[src/glb_cfg_pkg.sv]
// configuration address map of the global buffer
// addr[15:12] tile id, addr[11] picks bank (1) or registers (0)
// bank word in addr[7:0], register index in addr[4:0]
// unmapped register indices read zero and drop writes
package glb_cfg_pkg;

    localparam int CFG_ADDR_WIDTH = 16;
    localparam int CFG_DATA_WIDTH = 16;

    // address fields
    localparam int CFG_TILE_LSB      = 12;
    localparam int CFG_BANK_SEL_BIT  = 11;
    localparam int CFG_REG_IDX_WIDTH = 5;

    typedef logic [CFG_ADDR_WIDTH-1:0]    cfg_addr_t;
    typedef logic [CFG_DATA_WIDTH-1:0]    cfg_data_t;
    typedef logic [CFG_REG_IDX_WIDTH-1:0] reg_idx_t;

    // bit 0 is dma_on
    localparam reg_idx_t REG_DMA_CTRL = 5'd0;

    // header q at REG_HDR_BASE + 2q (start_addr, valid)
    // and REG_HDR_BASE + 2q + 1 (num_words)
    localparam reg_idx_t REG_HDR_BASE = 5'd1;

    // store dma sequencing
    typedef enum logic {
        DMA_IDLE,
        DMA_RUN
    } dma_state_t;

endpackage

[src/glb_param_pkg.sv]
// sizes of the global buffer data path, stream and bank
// one bank per tile, one stream input shared by all tiles
// queue depth must be a power of two, the header pointer wraps freely
// word counts above the bank size wrap inside the bank
package glb_param_pkg;

    // chain length and tile id field
    localparam int NUM_TILES     = 4;
    localparam int TILE_ID_WIDTH = 4;

    // stream word from the array
    localparam int CGRA_DATA_WIDTH = 16;

    // bank geometry, 256 words
    localparam int BANK_ADDR_WIDTH = 8;
    localparam int BANK_DEPTH      = 1 << BANK_ADDR_WIDTH;

    // store dma header queue
    localparam int MAX_NUM_WORDS_WIDTH = 9;
    localparam int QUEUE_DEPTH         = 4;
    localparam int QUEUE_PTR_WIDTH     = $clog2(QUEUE_DEPTH);

    // one stream or bank word
    typedef logic [CGRA_DATA_WIDTH-1:0] data_word_t;

    // word address inside a bank
    typedef logic [BANK_ADDR_WIDTH-1:0] bank_addr_t;

    // words per header
    typedef logic [MAX_NUM_WORDS_WIDTH-1:0] num_words_t;

    // position of a tile in the chain
    typedef logic [TILE_ID_WIDTH-1:0] tile_id_t;

    // one done bit per tile
    typedef logic [NUM_TILES-1:0] irq_vec_t;

endpackage
[src/glb_tile.sv]
// one global buffer tile: config node, store dma and bank
// tile_id fixes the position in the chain and the interrupt bit
// interrupt vector is registered once per tile on its way east
module glb_tile
    import glb_param_pkg::*;
    import glb_cfg_pkg::*;
#(
    parameter tile_id_t tile_id = '0
) (
    input  logic       clk,
    input  logic       reset,
    // east config side
    input  logic       cfg_wr_en,
    input  cfg_addr_t  cfg_wr_addr,
    input  cfg_data_t  cfg_wr_data,
    input  logic       cfg_rd_en,
    input  cfg_addr_t  cfg_rd_addr,
    output cfg_data_t  cfg_rd_data,
    output logic       cfg_rd_data_valid,
    // west config side
    output logic       wst_wr_en,
    output cfg_addr_t  wst_wr_addr,
    output cfg_data_t  wst_wr_data,
    output logic       wst_rd_en,
    output cfg_addr_t  wst_rd_addr,
    input  cfg_data_t  wst_rd_data,
    input  logic       wst_rd_data_valid,
    // shared stream
    input  data_word_t stream_data,
    input  logic       stream_valid,
    // interrupt chain
    input  irq_vec_t   irq_wsti,
    output irq_vec_t   irq_esto
);

    logic                   dma_on;
    logic [QUEUE_DEPTH-1:0] hdr_valid;
    bank_addr_t             hdr_start_addr [QUEUE_DEPTH];
    num_words_t             hdr_num_words [QUEUE_DEPTH];
    logic [QUEUE_DEPTH-1:0] hdr_clear;
    logic                   bank_rd_en;
    bank_addr_t             bank_rd_addr;
    data_word_t             bank_rd_data;
    logic                   bank_wr_en;
    bank_addr_t             bank_wr_addr;
    data_word_t             bank_wr_data;
    logic                   dma_done;
    irq_vec_t               tile_bit;
    irq_vec_t               irq_merged;

    glb_cfg_node #(.tile_id(tile_id)) u_cfg_node (.*);

    glb_store_dma u_store_dma (
        .clk, .reset, .dma_on, .hdr_valid, .hdr_start_addr, .hdr_num_words,
        .stream_data, .stream_valid, .hdr_clear, .bank_wr_en, .bank_wr_addr,
        .bank_wr_data, .done(dma_done)
    );

    glb_bank u_bank (
        .clk, .wr_en(bank_wr_en), .wr_addr(bank_wr_addr), .wr_data(bank_wr_data),
        .rd_en(bank_rd_en), .rd_addr(bank_rd_addr), .rd_data(bank_rd_data)
    );

    // replace our bit of the incoming vector with the done pulse
    assign tile_bit   = irq_vec_t'(1) << tile_id;
    assign irq_merged = (irq_wsti & ~tile_bit) | (dma_done ? tile_bit : '0);

    always_ff @(posedge clk or posedge reset) begin
        if (reset) begin
            irq_esto <= '0;
        end else begin
            irq_esto <= irq_merged;
        end
    end

endmodule

[src/glb_cfg_node.sv]
// per-tile configuration node
// accesses for other tiles go west one cycle later
// register reads answer in 1 cycle, bank reads in 2
// host keeps one read in flight, there is no back-pressure
// bank region is read-only from the host, writes there are dropped
module glb_cfg_node
    import glb_param_pkg::*;
    import glb_cfg_pkg::*;
#(
    parameter tile_id_t tile_id = '0
) (
    input  logic                   clk,
    input  logic                   reset,
    // east side
    input  logic                   cfg_wr_en,
    input  cfg_addr_t              cfg_wr_addr,
    input  cfg_data_t              cfg_wr_data,
    input  logic                   cfg_rd_en,
    input  cfg_addr_t              cfg_rd_addr,
    output cfg_data_t              cfg_rd_data,
    output logic                   cfg_rd_data_valid,
    // west side
    output logic                   wst_wr_en,
    output cfg_addr_t              wst_wr_addr,
    output cfg_data_t              wst_wr_data,
    output logic                   wst_rd_en,
    output cfg_addr_t              wst_rd_addr,
    input  cfg_data_t              wst_rd_data,
    input  logic                   wst_rd_data_valid,
    // store dma control
    output logic                   dma_on,
    output logic [QUEUE_DEPTH-1:0] hdr_valid,
    output bank_addr_t             hdr_start_addr [QUEUE_DEPTH],
    output num_words_t             hdr_num_words [QUEUE_DEPTH],
    input  logic [QUEUE_DEPTH-1:0] hdr_clear,
    // bank read port
    output logic                   bank_rd_en,
    output bank_addr_t             bank_rd_addr,
    input  data_word_t             bank_rd_data
);

    logic                       wr_match;
    logic                       rd_match;
    reg_idx_t                   wr_idx;
    reg_idx_t                   rd_idx;
    reg_idx_t                   wr_off;
    reg_idx_t                   rd_off;
    logic [QUEUE_PTR_WIDTH-1:0] wr_q;
    logic [QUEUE_PTR_WIDTH-1:0] rd_q;
    logic                       wr_hdr_hit;
    logic                       rd_hdr_hit;
    logic                       local_wr;
    logic                       reg_rd;
    logic                       bank_rd_pending;
    cfg_data_t                  reg_rd_data;
    logic                       local_rd_valid;
    cfg_data_t                  local_rd_data;

    // tile field compare
    assign wr_match = (cfg_wr_addr[CFG_TILE_LSB +: TILE_ID_WIDTH] == tile_id);
    assign rd_match = (cfg_rd_addr[CFG_TILE_LSB +: TILE_ID_WIDTH] == tile_id);

    // register index and header slot
    assign wr_idx     = cfg_wr_addr[CFG_REG_IDX_WIDTH-1:0];
    assign rd_idx     = cfg_rd_addr[CFG_REG_IDX_WIDTH-1:0];
    assign wr_off     = wr_idx - REG_HDR_BASE;
    assign rd_off     = rd_idx - REG_HDR_BASE;
    assign wr_q       = wr_off[QUEUE_PTR_WIDTH:1];
    assign rd_q       = rd_off[QUEUE_PTR_WIDTH:1];
    assign wr_hdr_hit = (wr_idx >= REG_HDR_BASE) && (wr_off < reg_idx_t'(2 * QUEUE_DEPTH));
    assign rd_hdr_hit = (rd_idx >= REG_HDR_BASE) && (rd_off < reg_idx_t'(2 * QUEUE_DEPTH));

    assign local_wr = cfg_wr_en && wr_match && !cfg_wr_addr[CFG_BANK_SEL_BIT];

    always_ff @(posedge clk or posedge reset) begin
        if (reset) begin
            dma_on    <= 1'b0;
            hdr_valid <= '0;
            for (int q = 0; q < QUEUE_DEPTH; q++) begin
                hdr_start_addr[q] <= '0;
                hdr_num_words[q]  <= '0;
            end
        end else begin
            // retired by the dma, a host write below overrides
            hdr_valid <= hdr_valid & ~hdr_clear;
            if (local_wr) begin
                if (wr_idx == REG_DMA_CTRL) begin
                    dma_on <= cfg_wr_data[0];
                end else if (wr_hdr_hit) begin
                    if (!wr_off[0]) begin
                        {hdr_start_addr[wr_q], hdr_valid[wr_q]} <= cfg_wr_data[BANK_ADDR_WIDTH:0];
                    end else begin
                        hdr_num_words[wr_q] <= cfg_wr_data[MAX_NUM_WORDS_WIDTH-1:0];
                    end
                end
            end
        end
    end

    // register read mux
    always_comb begin
        reg_rd_data = '0;
        if (rd_idx == REG_DMA_CTRL) begin
            reg_rd_data[0] = dma_on;
        end else if (rd_hdr_hit) begin
            if (!rd_off[0]) begin
                reg_rd_data[BANK_ADDR_WIDTH:0] = {hdr_start_addr[rd_q], hdr_valid[rd_q]};
            end else begin
                reg_rd_data[MAX_NUM_WORDS_WIDTH-1:0] = hdr_num_words[rd_q];
            end
        end
    end

    // local reads, bank data shows up one cycle after the strobe
    assign reg_rd       = cfg_rd_en && rd_match && !cfg_rd_addr[CFG_BANK_SEL_BIT];
    assign bank_rd_en   = cfg_rd_en && rd_match && cfg_rd_addr[CFG_BANK_SEL_BIT];
    assign bank_rd_addr = cfg_rd_addr[BANK_ADDR_WIDTH-1:0];

    assign local_rd_valid = reg_rd || bank_rd_pending;
    assign local_rd_data  = bank_rd_pending ? bank_rd_data : reg_rd_data;

    // strobes toward the west and back east
    always_ff @(posedge clk or posedge reset) begin
        if (reset) begin
            wst_wr_en         <= 1'b0;
            wst_rd_en         <= 1'b0;
            bank_rd_pending   <= 1'b0;
            cfg_rd_data_valid <= 1'b0;
        end else begin
            wst_wr_en         <= cfg_wr_en && !wr_match;
            wst_rd_en         <= cfg_rd_en && !rd_match;
            bank_rd_pending   <= bank_rd_en;
            cfg_rd_data_valid <= local_rd_valid || wst_rd_data_valid;
        end
    end

    // payload follows its strobe
    always_ff @(posedge clk) begin
        if (cfg_wr_en) begin
            wst_wr_addr <= cfg_wr_addr;
            wst_wr_data <= cfg_wr_data;
        end
        if (cfg_rd_en) begin
            wst_rd_addr <= cfg_rd_addr;
        end
        if (local_rd_valid) begin
            cfg_rd_data <= local_rd_data;
        end else if (wst_rd_data_valid) begin
            cfg_rd_data <= wst_rd_data;
        end
    end

    // only one read in flight along the whole chain
    a_one_rd_response: assert property (@(posedge clk) disable iff (reset)
        !(local_rd_valid && wst_rd_data_valid));

    // our own writes never leak west
    a_no_own_fwd_wr: assert property (@(posedge clk) disable iff (reset)
        wst_wr_en |-> (wst_wr_addr[CFG_TILE_LSB +: TILE_ID_WIDTH] != tile_id));

endmodule

[src/glb_store_dma.sv]
// store dma, streams words into the bank along the header queue
// a word is taken only while dma_on is set and the current header is valid
// words arriving otherwise are dropped
// done pulses one cycle after the last word, or at once for an empty header
module glb_store_dma
    import glb_param_pkg::*;
    import glb_cfg_pkg::*;
(
    input  logic                   clk,
    input  logic                   reset,
    input  logic                   dma_on,
    input  logic [QUEUE_DEPTH-1:0] hdr_valid,
    input  bank_addr_t             hdr_start_addr [QUEUE_DEPTH],
    input  num_words_t             hdr_num_words [QUEUE_DEPTH],
    input  data_word_t             stream_data,
    input  logic                   stream_valid,
    output logic [QUEUE_DEPTH-1:0] hdr_clear,
    output logic                   bank_wr_en,
    output bank_addr_t             bank_wr_addr,
    output data_word_t             bank_wr_data,
    output logic                   done
);

    dma_state_t                 state;
    logic [QUEUE_PTR_WIDTH-1:0] hdr_ptr;
    num_words_t                 word_cnt;
    num_words_t                 cur_len;
    logic                       cur_ready;
    logic                       empty_hdr;
    logic                       take;
    logic                       last_word;
    logic                       finish;

    // current header view
    assign cur_len   = hdr_num_words[hdr_ptr];
    assign cur_ready = dma_on && hdr_valid[hdr_ptr];

    // zero-length header, only seen before any word was taken
    assign empty_hdr = cur_ready && (state == DMA_IDLE) && (cur_len == '0);

    assign take      = cur_ready && stream_valid && (cur_len != '0);
    assign last_word = take && (num_words_t'(word_cnt + 1'b1) == cur_len);
    assign finish    = empty_hdr || last_word;

    // one-hot retire strobe into the config node
    assign hdr_clear = {{(QUEUE_DEPTH-1){1'b0}}, finish} << hdr_ptr;

    // write in the same cycle the word is taken
    assign bank_wr_en   = take;
    assign bank_wr_addr = hdr_start_addr[hdr_ptr] + word_cnt[BANK_ADDR_WIDTH-1:0];
    assign bank_wr_data = stream_data;

    always_ff @(posedge clk or posedge reset) begin
        if (reset) begin
            state    <= DMA_IDLE;
            hdr_ptr  <= '0;
            word_cnt <= '0;
            done     <= 1'b0;
        end else begin
            done <= finish;
            case (state)
                DMA_IDLE: begin
                    // word_cnt is zero here
                    if (finish) begin
                        hdr_ptr <= hdr_ptr + 1'b1;
                    end else if (take) begin
                        state    <= DMA_RUN;
                        word_cnt <= word_cnt + 1'b1;
                    end
                end
                DMA_RUN: begin
                    if (finish) begin
                        // next header, wraps at queue depth
                        state    <= DMA_IDLE;
                        word_cnt <= '0;
                        hdr_ptr  <= hdr_ptr + 1'b1;
                    end else if (take) begin
                        word_cnt <= word_cnt + 1'b1;
                    end
                end
                default: begin
                    state <= DMA_IDLE;
                end
            endcase
        end
    end

    // bank writes never run past the end of the live header
    a_wr_in_hdr: assert property (@(posedge clk) disable iff (reset)
        bank_wr_en |-> (word_cnt < cur_len));

endmodule

[src/glb_bank.sv]
// one sram bank per tile, 256 words
// write port from the store dma, read port from the config node
// read data is registered, valid the cycle after rd_en
// contents are undefined until written
module glb_bank
    import glb_param_pkg::*;
(
    input  logic       clk,
    // dma side
    input  logic       wr_en,
    input  bank_addr_t wr_addr,
    input  data_word_t wr_data,
    // host side
    input  logic       rd_en,
    input  bank_addr_t rd_addr,
    output data_word_t rd_data
);

    data_word_t mem [BANK_DEPTH];

    // write port
    always_ff @(posedge clk) begin
        if (wr_en) begin
            mem[wr_addr] <= wr_data;
        end
    end

    // synchronous read, holds last value when idle
    always_ff @(posedge clk) begin
        if (rd_en) begin
            rd_data <= mem[rd_addr];
        end
    end

endmodule

[config.mk]
export PLATFORM = sky130hd
export DESIGN_NAME = glb_tile
export DESIGN_NICKNAME = d
export VERILOG_FILES = /design/src/glb_cfg_pkg.sv /design/src/glb_param_pkg.sv /design/src/glb_tile.sv /design/src/glb_cfg_node.sv /design/src/glb_store_dma.sv /design/src/glb_bank.sv
export SDC_FILE = /design/constraint.sdc
export NUM_CORES = 2
export LEC_CHECK = 0
export BUFFER_PORTS_ARGS = -buffer_cell sky130_fd_sc_hd__buf_2
export CAP_MARGIN = 15
export CORE_MARGIN = 4
export CORE_UTILIZATION = 51
export CTS_CLUSTER_DIAMETER = 60
export CTS_CLUSTER_SIZE = 25
export DETAILED_ROUTE_END_ITERATION = 10
export GPL_ROUTABILITY_DRIVEN = 0
export PLACE_DENSITY_LB_ADDON = 0.2
export SYNTH_ARGS = -nofsm -noshare
export SYNTH_HDL_FRONTEND = slang
export SYNTH_HIERARCHICAL = 1
export SYNTH_SLANG_ARGS = --single-unit
[constraint.sdc]
create_clock -name clk -period 14.5 [get_ports clk]
set_clock_uncertainty 0.1 [all_clocks]
set_input_delay 1.45 -clock clk [delete_from_list [all_inputs] [get_ports clk]]
set_output_delay 1.45 -clock clk [all_outputs]
set_load 0.03 [all_outputs]
==> results by group <==
Clocking
  – Count of hold buffers inserted by post-cts repair: 0
  – Number of levels in the clock H-tree: 5
  – Root buffer cell: sky130_fd_sc_hd__clkbuf_16
  – Clk pin slew, worst setup/hold paths: 0.09 ns
  – Buffer levels on the longest clock path: 4
  – # clock sinks: 4,270
  – Clock Latency Late Sink: 0.93 ns
  – Number of gates given a new drive strength after cts: 0
  – TritonCTS clock tree: yes
  – Post-CTS repair timing setup buffer count: 0
  – Number of clock buffers inserted by TritonCTS: 293

Worst setup path
  – Max incr delay on CP: 1.26 ns
  – Dominant cell type by count on the critical path: sky130_fd_sc_hd__inv_1
  – Cell type of the slowest stage on the worst timing path: sky130_fd_sc_hd__nor2_2
  – Worst Setup Path Type: reg -> reg
  – Depth of the worst register-to-register path: 9
  – Setup slack of the most critical reg-to-reg path: 8.58 ns
  – Category of the worst setup path launch point: register
  – Worst endpoint data arrival time: 6.34 ns
  – Reg-to-reg endpoint: u_bank/mem[2][10]
  – Startpoint of the worst-slack reg-to-reg timing path: u_store_dma/hdr_ptr[0]
  – CP Data Required Time: 14.92 ns
  – Peak fanout along the critical path: 22
  – Sort of element at the end of the critical path: register
  – Sequence of cells on the critical path: buf_4 -> mux4_2 -> ha_1 -> inv_1 -> fa_1 -> inv_1 -> nor2b_1 -> nand3_2 -> nor2_2

STA
  – Setup violations, final: 0
  – Tcrit/Tclk final: 40.8%
  – Slew @ Worst Pin: 1.34 ns
  – Total negative slack: 0 ns
  – Final Hold Vio Count: 0
  – RSZ-0062 raised after global routing: no
  – Pins Over Slew Limit: 0
  – Clock period minus final worst setup slack: 5.92 ns
  – Worst slew slack as a fraction of its limit: 10.4%
  – Highest attainable clock frequency: 0.169 GHz

GRT
  – Global-route wire length before repair: 612,000 µm
  – Via count of the first global-routing pass: 81.0k
  – Global routing usage summed across all routing layers: 25.3%
  – Maximum number of pins on one net before global-route repair: 135
  – Overflow after GRT: 0
  – Number of antenna violations at the first check in global routing: 29

Drt
  – Ratio of routed vias to standard cells: 6.46
  – DRT iter0 DRCs: 10.9k
  – Via count: 83.1k
  – Wirelength per Cell: 33.6 µm
  – Detailed-route wire length: 432,000 µm
  – Pre-Repair DR Iteration Count: 7
  – Post-route antenna net violation count: 0
  – Detailed-route DRC error count: 0

Min path
  – Worst hold path endpoint: irq_esto[0]
  – Path category of the worst min-delay check: reg -> reg
  – Hold path startpoint: u_store_dma/done
  – Cells on Worst Hold Path: 0

Logic synthesis
  – Syn Std Cell Area: 0.167 mm²
  – Mean cell area of the mapped netlist: 21.0 µm²
  – Synthesis Warnings: 6
  – Number of flops mapped to enable cells by yosys: 4,176
  – Post-synth top flop: sky130_fd_sc_hd__edfxtp_1
  – Gate Count Post-Synth: 7,955
  – Share of flip-flops with an asynchronous set or reset after synthesis: 2.20%
  – Number of nets in the synthesized netlist: 8,057
  – Sequential area share after synthesis: 76.5%
  – Synth Register Bits: 4,270
  – Synth unique cells: 85

Pwr
  – Leakage dissipation: 0.0587 µW
  – Power per cell area: 129 mW/mm²
  – Max rail drop VDD: 91.1 µV

Cells and area
  – Synthesis-to-layout area growth: 10.4%
  – Highest-count cells in the layout ignoring fill and taps: sky130_fd_sc_hd__edfxtp_1 (4,176), sky130_fd_sc_hd__mux4_2 (817), sky130_fd_sc_hd__mux2i_1 (596), sky130_fd_sc_hd__buf_4 (364), sky130_fd_sc_hd__clkbuf_16 (297)
  – Number of nets in the layout: 8,392
  – Most common library cell in the layout ignoring fill and taps: sky130_fd_sc_hd__edfxtp_1
  – Fin util: 56.7%
  – Count of filler cells inserted in the layout: 23.8k
  – Share of layout cells above drive strength 1: 25.2%
  – Final cell count without fillers: 12.9k

Die
  – Effective utilization at floorplan: 51.4%
  – Core Footprint: 0.325 mm²
  – Die X: 580 µm
  – Height of the die: 580 µm
  – Io pins: 161
  – Die outline area: 0.337 mm²
  – Number of rows created at floorplan: 209

Placement
  – Post-DP HPWL: 256,000 µm
  – Port buffer count: 159
  – Inst Count DP: 12.3k

Status
  – Status: finished clean

Job
  – Count of max-cap constraint violations: 0
[cell usage after synthesis, drive strengths merged, types with 48 or more instances]
master,count,area share [%]
a21oi,194,0.58
a22oi,57,0.26
buf,258,1.2
clkbuf,242,0.54
dfrtp,94,1.4
edfxtp,4176,75
mux2,160,1.1
mux2i,596,3.6
mux4,819,11
nand2,72,0.16
nand3,48,0.15
nor2,321,0.73
nor3,95,0.29
o21ai,60,0.18
o221ai,254,1.3
o22ai,149,0.56
[critical path, delay by kind of cell (launching register included)]
family	cells	cell delay [ns]
muxes	1	0.60
and+or+nand+nor	3	3.01
adders and majority gates	2	0.72
DFF	1	0.33
buffers and inverters	3	0.73
[flip-flops by register name, summed over array words and instances (netlist names), 2 cells and up]
| name | count |
|---|---|
| u_cfg_node/hdr_start_addr | 32 |
| u_cfg_node/wst_wr_data | 16 |
| irq_esto | 4 |
| u_bank/rd_data | 16 |
| u_store_dma/word_cnt | 9 |
| u_cfg_node/cfg_rd_data | 16 |
| u_cfg_node/wst_wr_addr | 16 |
| u_store_dma/hdr_ptr | 2 |
| u_cfg_node/wst_rd_addr | 16 |
| u_cfg_node/hdr_num_words | 36 |
| u_cfg_node/hdr_valid | 4 |
| u_bank/mem | 4096 |
[per-layer routing]
metal  vias to the layer above  global-route usage (%)  part of all wire (%)
li1                      34144                       -                     -
met1                     44215                    36.5                    40
met2                      4037                    38.9                    47
met3                       664                    4.67                   9.5
met4                         8                    9.54                   4.4
met5                         -                       0                 0.012
[how the worst max path moves through the flow]
stage                                       from            endpoint  slack (ns)
after floorplan           u_store_dma/hdr_ptr[0]  u_bank/mem[180][0]        9.66
after global placement            cfg_rd_addr[0]   u_bank/rd_data[2]        7.96
after detailed placement          cfg_rd_addr[0]   u_bank/rd_data[2]        7.90
after CTS                 u_store_dma/hdr_ptr[0]  u_bank/mem[13][10]        8.52
after global routing      u_store_dma/hdr_ptr[0]   u_bank/mem[2][10]        8.36
final                     u_store_dma/hdr_ptr[0]   u_bank/mem[2][10]        8.58
[cells by family (layout without fill, tap and decap cells)]
family          after synthesis  count (layout)  share of synthesized area [%]
fa+ha+maj                    12              12                         0.0944
simple gates                692             692                           2.03
mux                        1575            1575                           15.7
flops                      4270            4270                           76.5
compound gates              863             863                           3.67
other cells                   0               7                              0
xor+xnor                     20              20                          0.161
buf+inv                     523            1096                           1.84
[per-stage QoR]
stage | setup slack [ns] | hold slack [ns] | power, µW | area, µm²
floorplan | 9.66 | 0.231 | 14600 | 167000
global placement | 7.96 | 0.324 | 15100 | 174000
detailed placement | 7.90 | 0.318 | 15100 | 174000
CTS | 8.52 | 0.282 | 24000 | 184000
global route | 8.36 | 0.316 | 24500 | 184000
finish | 8.58 | 0.322 | 23800 | 184000
[where the power goes]
group / total [µW] / internal [µW] / switching [µW]
combinational: 1250 / 412 / 842
sequential: 13600 / 13500 / 9.48
clock: 9020 / 4340 / 4680
total: 23800 / 18300 / 5530
[layout make-up]
type	instances	area, µm²	share of cell area, %
multi-input combinational	3162	36500	19.8
sequential	4270	128000	69.3
inverter	23	98.8	0.0536
clock inverter	225	3020	1.64
antenna	7	17.5	0.00951
timing repair buffer	540	4060	2.20
tap	4325	5410	2.94
clock buffer	308	7470	4.06
Power figures use the tool's default switching activity.
